===== src/uart_pkg.sv =====
`default_nettype none

package uart_pkg;

	// peripheral strobe bus
	localparam int DATA_W = 32;
	localparam int ADDR_W = 6;
	localparam int SEL_W  = 4;

	// one character
	localparam int BYTE_W = 8;

	// word addresses inside the UART window, bits 7:2 of the device address
	typedef enum logic [ADDR_W-1:0] {
		REG_DATA   = 6'd0,
		REG_STATUS = 6'd1,
		REG_CTRL   = 6'd2
	} reg_addr_e;

	typedef enum logic [1:0] {
		TX_IDLE  = 2'd0,
		TX_START = 2'd1,
		TX_DATA  = 2'd2,
		TX_STOP  = 2'd3
	} tx_state_e;

	// status word layout
	localparam int ST_EMPTY     = 0;
	localparam int ST_FULL      = 1;
	localparam int ST_BUSY      = 2;
	localparam int ST_OVERFLOW  = 3;
	localparam int ST_ENABLE    = 4;
	// fill count, up to 8 bits
	localparam int ST_COUNT_LSB = 16;

	// control register
	localparam int CTRL_ENABLE  = 0;

endpackage

`default_nettype wire


===== src/uart_bus_regs.sv =====
`timescale 1ns/1ps
`default_nettype none

module uart_bus_regs #(
	parameter int FIFO_ADDR_WIDTH = 3,
	parameter int TX_IR_THRESHOLD = 4
) (
	input  logic                         clk_cpu,
	input  logic                         arst_n_i,
	input  logic                         cs_i,
	input  logic [uart_pkg::ADDR_W-1:0]  addr_i,
	input  logic [uart_pkg::SEL_W-1:0]   sel_i,
	input  logic                         we_i,
	input  logic [uart_pkg::DATA_W-1:0]  data_i,
	output logic [uart_pkg::DATA_W-1:0]  data_o,
	output logic                         ack_o,
	output logic                         ir_o,
	output logic                         push_o,
	output logic [uart_pkg::BYTE_W-1:0]  push_data_o,
	input  logic                         fifo_full_i,
	input  logic                         fifo_empty_i,
	input  logic [FIFO_ADDR_WIDTH:0]     fifo_count_i,
	input  logic                         tx_busy_i,
	output logic                         tx_enable_o
);

	localparam logic [FIFO_ADDR_WIDTH:0] IR_LEVEL = (FIFO_ADDR_WIDTH+1)'(TX_IR_THRESHOLD);

	logic                        ack_q;
	logic [uart_pkg::DATA_W-1:0] rd_data_q;
	logic [uart_pkg::DATA_W-1:0] rd_mux;
	logic [uart_pkg::DATA_W-1:0] status_word;
	logic                        overflow_q;
	logic                        tx_enable_q;
	logic                        wr_data;
	logic                        wr_status;
	logic                        wr_ctrl;

	// write decode, only lane 0 matters for data and ctrl
	always_comb begin
		wr_data   = 1'b0;
		wr_status = 1'b0;
		wr_ctrl   = 1'b0;
		if (cs_i && we_i) begin
			case (uart_pkg::reg_addr_e'(addr_i))
				uart_pkg::REG_DATA:   wr_data   = sel_i[0];
				uart_pkg::REG_STATUS: wr_status = 1'b1;
				uart_pkg::REG_CTRL:   wr_ctrl   = sel_i[0];
				default: ;
			endcase
		end
	end

	// full FIFO drops the character
	assign push_o      = wr_data & ~fifo_full_i;
	assign push_data_o = data_i[uart_pkg::BYTE_W-1:0];

	always_comb begin
		status_word = '0;
		status_word[uart_pkg::ST_EMPTY]    = fifo_empty_i;
		status_word[uart_pkg::ST_FULL]     = fifo_full_i;
		status_word[uart_pkg::ST_BUSY]     = tx_busy_i;
		status_word[uart_pkg::ST_OVERFLOW] = overflow_q;
		status_word[uart_pkg::ST_ENABLE]   = tx_enable_q;
		status_word[uart_pkg::ST_COUNT_LSB +: FIFO_ADDR_WIDTH+1] = fifo_count_i;
	end

	always_comb begin
		rd_mux = '0;
		case (uart_pkg::reg_addr_e'(addr_i))
			uart_pkg::REG_STATUS: rd_mux = status_word;
			uart_pkg::REG_CTRL:   rd_mux[uart_pkg::CTRL_ENABLE] = tx_enable_q;
			default: ;
		endcase
	end

	always_ff @(posedge clk_cpu or negedge arst_n_i) begin
		if (!arst_n_i) begin
			ack_q       <= 1'b0;
			rd_data_q   <= '0;
			overflow_q  <= 1'b0;
			tx_enable_q <= 1'b0;
		end else begin
			ack_q <= cs_i;
			// read data only lives in the ack cycle
			rd_data_q <= (cs_i && !we_i) ? rd_mux : '0;
			if (wr_data && fifo_full_i) begin
				overflow_q <= 1'b1;
			end else if (wr_status) begin
				overflow_q <= 1'b0;
			end
			if (wr_ctrl) begin
				tx_enable_q <= data_i[uart_pkg::CTRL_ENABLE];
			end
		end
	end

	assign ack_o       = ack_q;
	assign data_o      = rd_data_q;
	assign tx_enable_o = tx_enable_q;

	// level interrupt on low fill
	assign ir_o = (fifo_count_i < IR_LEVEL);

	a_ack_single: assert property (@(posedge clk_cpu) disable iff (!arst_n_i)
		ack_o |=> !ack_o)
		else $error("ack_o held for two cycles");

endmodule

`default_nettype wire


===== src/uart_tx_fifo.sv =====
`timescale 1ns/1ps
`default_nettype none

module uart_tx_fifo #(
	parameter int FIFO_ADDR_WIDTH = 3
) (
	input  logic                        clk_cpu,
	input  logic                        arst_n_i,
	input  logic                        push_i,
	input  logic [uart_pkg::BYTE_W-1:0] push_data_i,
	input  logic                        pop_i,
	output logic [uart_pkg::BYTE_W-1:0] head_data_o,
	output logic                        full_o,
	output logic                        empty_o,
	output logic [FIFO_ADDR_WIDTH:0]    count_o
);

	localparam int DEPTH = 1 << FIFO_ADDR_WIDTH;

	logic [uart_pkg::BYTE_W-1:0] mem [DEPTH];
	logic [FIFO_ADDR_WIDTH-1:0]  wr_ptr_q;
	logic [FIFO_ADDR_WIDTH-1:0]  rd_ptr_q;
	logic [FIFO_ADDR_WIDTH:0]    count_q;

	// storage
	always_ff @(posedge clk_cpu) begin
		if (push_i) begin
			mem[wr_ptr_q] <= push_data_i;
		end
	end

	always_ff @(posedge clk_cpu or negedge arst_n_i) begin
		if (!arst_n_i) begin
			wr_ptr_q <= '0;
			rd_ptr_q <= '0;
			count_q  <= '0;
		end else begin
			if (push_i) begin
				wr_ptr_q <= wr_ptr_q + 1'b1;
			end
			if (pop_i) begin
				rd_ptr_q <= rd_ptr_q + 1'b1;
			end
			// simultaneous push and pop leaves the count alone
			case ({push_i, pop_i})
				2'b10:   count_q <= count_q + 1'b1;
				2'b01:   count_q <= count_q - 1'b1;
				default: count_q <= count_q;
			endcase
		end
	end

	// first word falls through
	assign head_data_o = mem[rd_ptr_q];

	assign count_o = count_q;
	assign full_o  = (count_q == (FIFO_ADDR_WIDTH+1)'(DEPTH));
	assign empty_o = (count_q == '0);

	a_no_push_full: assert property (@(posedge clk_cpu) disable iff (!arst_n_i)
		push_i |-> !full_o)
		else $error("push into full FIFO");

	a_no_pop_empty: assert property (@(posedge clk_cpu) disable iff (!arst_n_i)
		pop_i |-> !empty_o)
		else $error("pop from empty FIFO");

endmodule

`default_nettype wire


===== src/uart_tx_serializer.sv =====
`timescale 1ns/1ps
`default_nettype none

module uart_tx_serializer #(
	parameter int CYCLES_PER_BIT = 10
) (
	input  logic                        clk_cpu,
	input  logic                        arst_n_i,
	input  logic                        enable_i,
	input  logic                        empty_i,
	input  logic [uart_pkg::BYTE_W-1:0] head_data_i,
	output logic                        pop_o,
	output logic                        busy_o,
	output logic                        tx_o
);

	localparam int CNT_W = (CYCLES_PER_BIT > 1) ? $clog2(CYCLES_PER_BIT) : 1;
	localparam logic [CNT_W-1:0] CNT_LAST = CNT_W'(CYCLES_PER_BIT - 1);

	uart_pkg::tx_state_e         state_q;
	logic [CNT_W-1:0]            baud_cnt_q;
	logic [2:0]                  bit_idx_q;
	logic [uart_pkg::BYTE_W-1:0] shift_q;
	logic                        tx_q;
	logic                        bit_end;

	assign bit_end = (baud_cnt_q == CNT_LAST);

	// take the next character only from idle
	assign pop_o  = (state_q == uart_pkg::TX_IDLE) & enable_i & ~empty_i;
	assign busy_o = (state_q != uart_pkg::TX_IDLE);
	assign tx_o   = tx_q;

	// character shift register, LSB goes out first
	always_ff @(posedge clk_cpu) begin
		if (pop_o) begin
			shift_q <= head_data_i;
		end else if (state_q == uart_pkg::TX_DATA && bit_end) begin
			shift_q <= shift_q >> 1;
		end
	end

	always_ff @(posedge clk_cpu or negedge arst_n_i) begin
		if (!arst_n_i) begin
			state_q    <= uart_pkg::TX_IDLE;
			baud_cnt_q <= '0;
			bit_idx_q  <= '0;
			tx_q       <= 1'b1;
		end else begin
			if (state_q == uart_pkg::TX_IDLE || bit_end) begin
				baud_cnt_q <= '0;
			end else begin
				baud_cnt_q <= baud_cnt_q + 1'b1;
			end

			case (state_q)
				uart_pkg::TX_IDLE: begin
					tx_q <= 1'b1;
					if (pop_o) begin
						state_q <= uart_pkg::TX_START;
						tx_q    <= 1'b0;
					end
				end
				uart_pkg::TX_START: begin
					if (bit_end) begin
						state_q   <= uart_pkg::TX_DATA;
						bit_idx_q <= '0;
						tx_q      <= shift_q[0];
					end
				end
				uart_pkg::TX_DATA: begin
					if (bit_end) begin
						if (bit_idx_q == 3'd7) begin
							state_q <= uart_pkg::TX_STOP;
							tx_q    <= 1'b1;
						end else begin
							bit_idx_q <= bit_idx_q + 1'b1;
							tx_q      <= shift_q[1];
						end
					end
				end
				uart_pkg::TX_STOP: begin
					// next pop happens one cycle later from idle
					if (bit_end) begin
						state_q <= uart_pkg::TX_IDLE;
					end
				end
				default: begin
					state_q <= uart_pkg::TX_IDLE;
					tx_q    <= 1'b1;
				end
			endcase
		end
	end

	a_idle_line_high: assert property (@(posedge clk_cpu) disable iff (!arst_n_i)
		(state_q == uart_pkg::TX_IDLE) |-> tx_o)
		else $error("tx_o low while serializer idle");

endmodule

`default_nettype wire


===== src/uart_tx_top.sv =====
`timescale 1ns/1ps
`default_nettype none

module uart_tx_top #(
	parameter int FIFO_ADDR_WIDTH = 3,
	parameter int CYCLES_PER_BIT  = 10,
	parameter int TX_IR_THRESHOLD = 4
) (
	input  logic                        clk_cpu,
	input  logic                        arst_n_i,
	input  logic                        cs_i,
	input  logic [uart_pkg::ADDR_W-1:0] addr_i,
	input  logic [uart_pkg::SEL_W-1:0]  sel_i,
	input  logic                        we_i,
	input  logic [uart_pkg::DATA_W-1:0] data_i,
	output logic [uart_pkg::DATA_W-1:0] data_o,
	output logic                        ack_o,
	output logic                        tx_o,
	output logic                        ir_o
);

	logic                        push;
	logic [uart_pkg::BYTE_W-1:0] push_data;
	logic                        pop;
	logic [uart_pkg::BYTE_W-1:0] head_data;
	logic                        fifo_full;
	logic                        fifo_empty;
	logic [FIFO_ADDR_WIDTH:0]    fifo_count;
	logic                        tx_busy;
	logic                        tx_enable;

	uart_bus_regs #(
		.FIFO_ADDR_WIDTH(FIFO_ADDR_WIDTH),
		.TX_IR_THRESHOLD(TX_IR_THRESHOLD)
	) u_regs (
		.clk_cpu      (clk_cpu),
		.arst_n_i     (arst_n_i),
		.cs_i         (cs_i),
		.addr_i       (addr_i),
		.sel_i        (sel_i),
		.we_i         (we_i),
		.data_i       (data_i),
		.data_o       (data_o),
		.ack_o        (ack_o),
		.ir_o         (ir_o),
		.push_o       (push),
		.push_data_o  (push_data),
		.fifo_full_i  (fifo_full),
		.fifo_empty_i (fifo_empty),
		.fifo_count_i (fifo_count),
		.tx_busy_i    (tx_busy),
		.tx_enable_o  (tx_enable)
	);

	uart_tx_fifo #(
		.FIFO_ADDR_WIDTH(FIFO_ADDR_WIDTH)
	) u_fifo (
		.clk_cpu     (clk_cpu),
		.arst_n_i    (arst_n_i),
		.push_i      (push),
		.push_data_i (push_data),
		.pop_i       (pop),
		.head_data_o (head_data),
		.full_o      (fifo_full),
		.empty_o     (fifo_empty),
		.count_o     (fifo_count)
	);

	uart_tx_serializer #(
		.CYCLES_PER_BIT(CYCLES_PER_BIT)
	) u_ser (
		.clk_cpu     (clk_cpu),
		.arst_n_i    (arst_n_i),
		.enable_i    (tx_enable),
		.empty_i     (fifo_empty),
		.head_data_i (head_data),
		.pop_o       (pop),
		.busy_o      (tx_busy),
		.tx_o        (tx_o)
	);

endmodule

`default_nettype wire


===== config.mk =====
export PLATFORM = sky130hd
export DESIGN_NAME = uart_tx_top
export DESIGN_NICKNAME = d
export VERILOG_FILES = /design/src/uart_pkg.sv /design/src/uart_bus_regs.sv /design/src/uart_tx_fifo.sv /design/src/uart_tx_serializer.sv /design/src/uart_tx_top.sv
export SDC_FILE = /design/constraint.sdc
export NUM_CORES = 1
export LEC_CHECK = 0
export ABC_AREA = 1
export BUFFER_PORTS_ARGS = -buffer_cell sky130_fd_sc_hd__buf_4
export CAP_MARGIN = 20
export CORE_ASPECT_RATIO = 0.5
export CORE_UTILIZATION = 40
export CTS_CLUSTER_SIZE = 10
export DETAILED_ROUTE_END_ITERATION = 10
export HOLD_SLACK_MARGIN = 0.03
export REMOVE_ABC_BUFFERS = 1
export SLEW_MARGIN = 20
export SYNTH_ARGS = -nofsm -noshare
export SYNTH_HDL_FRONTEND = slang
export SYNTH_SLANG_ARGS = --single-unit

===== constraint.sdc =====
create_clock -name clk_cpu -period 3.4 [get_ports clk_cpu]
set_input_delay 0.85 -clock clk_cpu [delete_from_list [all_inputs] [get_ports clk_cpu]]
set_output_delay 0.85 -clock clk_cpu [all_outputs]
set_load 0.01 [all_outputs]

==> reports/results.ini <==
[route]
drt_first_pass_iters=7
wl_per_cell_um=14.1
vias=2992
ant_nets=0
avgViaCountPerCell=4.63
routed_wl_um=9090
first_iter_violations=108
drc=1

[synthesis]
synth_xor_area_share_pct=1.26
synth-async-reset-ratio_pct=30.8
ys_seq_area_share_pct=61.1
avgSynthCellArea_um2=10.8
synth-seq-cells=104
synth_top_area_share_pct=44.6
synth_edf_count=72
yosysWarningCount=0
ys_types=36
synth_fa_ha_area_share_pct=3.61
synth-compound-area-share_pct=5.36
synth_ff_type=edfxtp_1
netlist_area_um2=4850
yosys.area_share.simple_pct=20.0
ys_top_cells_by_area=edfxtp_1 (45%), dfrtp_1 (16%), nor2_1 (6.3%), buf_4 (4.5%), nand2_1 (4.5%)
synth_top_cell_by_area=edfxtp_1
muxShareOfSynthArea_pct=0
synth_cells=449
synth_top_family_by_area=simple AND/OR/NAND/NOR gates

[power_and_ir_drop]
pwr-share-clk_pct=28.9
p_sw_mw=1.09
power_mw=3.32
netSwitchingFraction_pct=32.7
seqPwrFrac_pct=47.2
power.internal_mw=2.23
peakVddDrop_mv=0.284
leakage_nw=2.20
p_per_area_nw_per_um2=618
pwr-share-comb_pct=23.9

[cts]
clk_path_buf_depth=2
clkLatencyLatePin_ns=0.35
post_cts_buffers=0
cts-resized-gates=0
clk_pin_slew_ns=0.07
cts_tree=built
cts_hold_buf=0
htree_levels=3
root_buffer=clkbuf_16
cts.sinks=104
cts_buffers=9

[sta]
rsz0062_at_grt=no
tightest_slew_ns=0.774
fmax_mhz=397
maxSlewViolCount=0
setup_tns_ns=0
period_needed_ns=2.52
fin_crit_sh_pct=74.1
slew_headroom_pct=48.4
hold_viol=0
finalClockSkew_ns=0.00814
setup_viol=0

[final_layout]
n_antenna_cell=0
n_fill_cell=1103
stdcell_count=646
drive_gt1_share_pct=18.1
design.final.nets=536
syn_to_final_growth_pct=10.5

[status]
violations=DRC
status=complete, but fails checks

[worst_hold_path]
holdCritPathClass=primary input to async pin

[global_routing]
antenna_found_initial=0
grt.total_usage_pct=15.7
grt_pass1_vias=2834
grt_max_degree=34
grt_pass1_wl_um=14600
overflow=0

[placement]
place_inst=630
port_buffers=30
globalplace.congestion=0.759
hpwl_um=5710

[worst_setup_path]
r2r_end=u_fifo.count_o[2]$_DFFE_PN0P_
crit_path_start_kind=flop
rr_startpoint=u_ser.state_q[0]$_DFFE_PN0P_
critPathCaptureType=flop
critPathMaxFanout=14
reg2reg_slack_ns=0.88
arrival_ns=2.74
worstRegToRegCells=14
critical_path_class=flop to flop
worstPathRequired_ns=3.62

[floorplan]
row_count=28
dieArea_um2=12600
die_w_um=158
ios=81
core_um2=11800
fp.dieH_um=79.9
start_util_pct=41.1

[flow_run]
cap_viol_max_count=0

[synth_stat cells (2+ instances only)]
cell      instances
o21ai_0          39
xnor2_1           2
xor2_1            5
nand2_4           4
nand3_1          28
ha_1             14
nand3_2           8
inv_2             7
o21ai_1           6
inv_4             2
nor2_2            9
nor3_1            3
buf_4            29
edfxtp_1         72
dfrtp_1          31
nand2_2           3
inv_1            25
buf_2             4
buf_6             2
or2_2             2
nor2_1           82
nand2_1          58
[registers in the layout, summed over array words and instances (netlist names)]
| register | flops |
|---|---|
| u_regs.overflow_q | 1 |
| u_fifo.mem | 64 |
| u_ser.shift_q | 8 |
| u_ser.state_q | 2 |
| u_fifo.wr_ptr_q | 3 |
| u_regs.ack_o | 1 |
| u_fifo.rd_ptr_q | 3 |
| u_fifo.count_o | 4 |
| u_ser.tx_o | 1 |
| u_ser.baud_cnt_q | 4 |
| u_regs.data_o | 9 |
| u_ser.bit_idx_q | 3 |
| u_regs.tx_enable_o | 1 |
[per-layer routing]
layer	GRT usage [%]	wire, µm	vias up
met1	20.0	4340	1398
li1	-	-	1500
met3	3.75	356	11
met2	26.3	4280	83
met4	5.44	112	0
met5	0	0	-
[power groups by stage]
stage	Clock, mW	Combinational [mW]	Sequential (mW)
2_1_floorplan	0	0.576	1.57
3_3_place_gp	0	0.773	1.59
6_report	0.958	0.793	1.57
5_1_grt	1.01	0.917	1.58
4_1_cts	0.980	0.795	1.56
3_5_place_dp	0	0.789	1.59
[layout make-up]
class                      count  area (µm²)  area share [%]
clock buffer                  10         229            4.27
multi-input combinational    296        1550            29.0
timing repair buffer          31         233            4.34
tap                          165         206            3.85
clock inverter                 6        43.8           0.817
inverter                      34         133            2.47
sequential                   104        2960            55.3
[stage by stage]
step           util [%]  hold WS, ns  instance area (µm²)  setup WS (ns)
6_report           45.4        0.440                 5360          0.882
4_1_cts            45.4        0.449                 5360          0.863
3_3_place_gp       43.1        0.467                 5090          0.619
2_1_floorplan         -        0.453                 4650          0.952
3_5_place_dp       43.1        0.474                 5090          0.580
5_1_grt            45.4        0.468                 5360          0.592
[cells in the final DEF, fill, tap and decap left out, types with 3 or more instances in the layout]
cell,count
dfrtp_1,31
nor2_1,82
edfxtp_1,72
o21ai_1,6
o21ai_0,39
buf_4,31
nor3_1,3
xor2_1,5
ha_1,14
conb_1,23
inv_1,25
nand2_2,3
nand3_1,28
clkbuf_16,9
nor2_2,9
nand2_1,58
nand2_4,4
nand3_2,8
inv_2,7
[worst max path at each step]
| stage | start | endpoint | slack (ns) |
|---|---|---|---|
| 4_1_cts | u_ser.state_q[0]$_DFFE_PN0P_ | u_fifo.count_o[2]$_DFFE_PN0P_ | 0.86 |
| 2_1_floorplan | addr_i[1] | u_fifo.count_o[2]$_DFFE_PN0P_ | 0.95 |
| 3_3_place_gp | addr_i[3] | u_fifo.count_o[2]$_DFFE_PN0P_ | 0.62 |
| 6_report | u_ser.state_q[0]$_DFFE_PN0P_ | u_fifo.count_o[2]$_DFFE_PN0P_ | 0.88 |
| 5_1_grt | u_ser.state_q[0]$_DFFE_PN0P_ | u_fifo.count_o[2]$_DFFE_PN0P_ | 0.59 |
| 3_5_place_dp | addr_i[3] | u_fifo.count_o[2]$_DFFE_PN0P_ | 0.58 |
[cell families (layout without fill, tap and decap cells)]
group | count (synthesis) | in the layout
compound gates | 50 | 50
xor+xnor | 7 | 7
fa+ha+maj | 14 | 14
buf+inv | 71 | 81
flops | 104 | 104
other cells | 1 | 23
simple gates | 202 | 202
[critical path, cell delays in order, from the launching register on]
cell and delay [ns]:
dfrtp_1 0.42, inv_1 0.12, ha_1 0.24, nand2_1 0.08, inv_1 0.09, nand2_4 0.13
inv_4 0.22, ha_1 0.30, nand2_1 0.08, inv_1 0.06, nor2_1 0.05, ha_1 0.17
a21oi_1 0.16, xor2_1 0.17, o21ai_0 0.09
(Power assumes the default switching activity.)
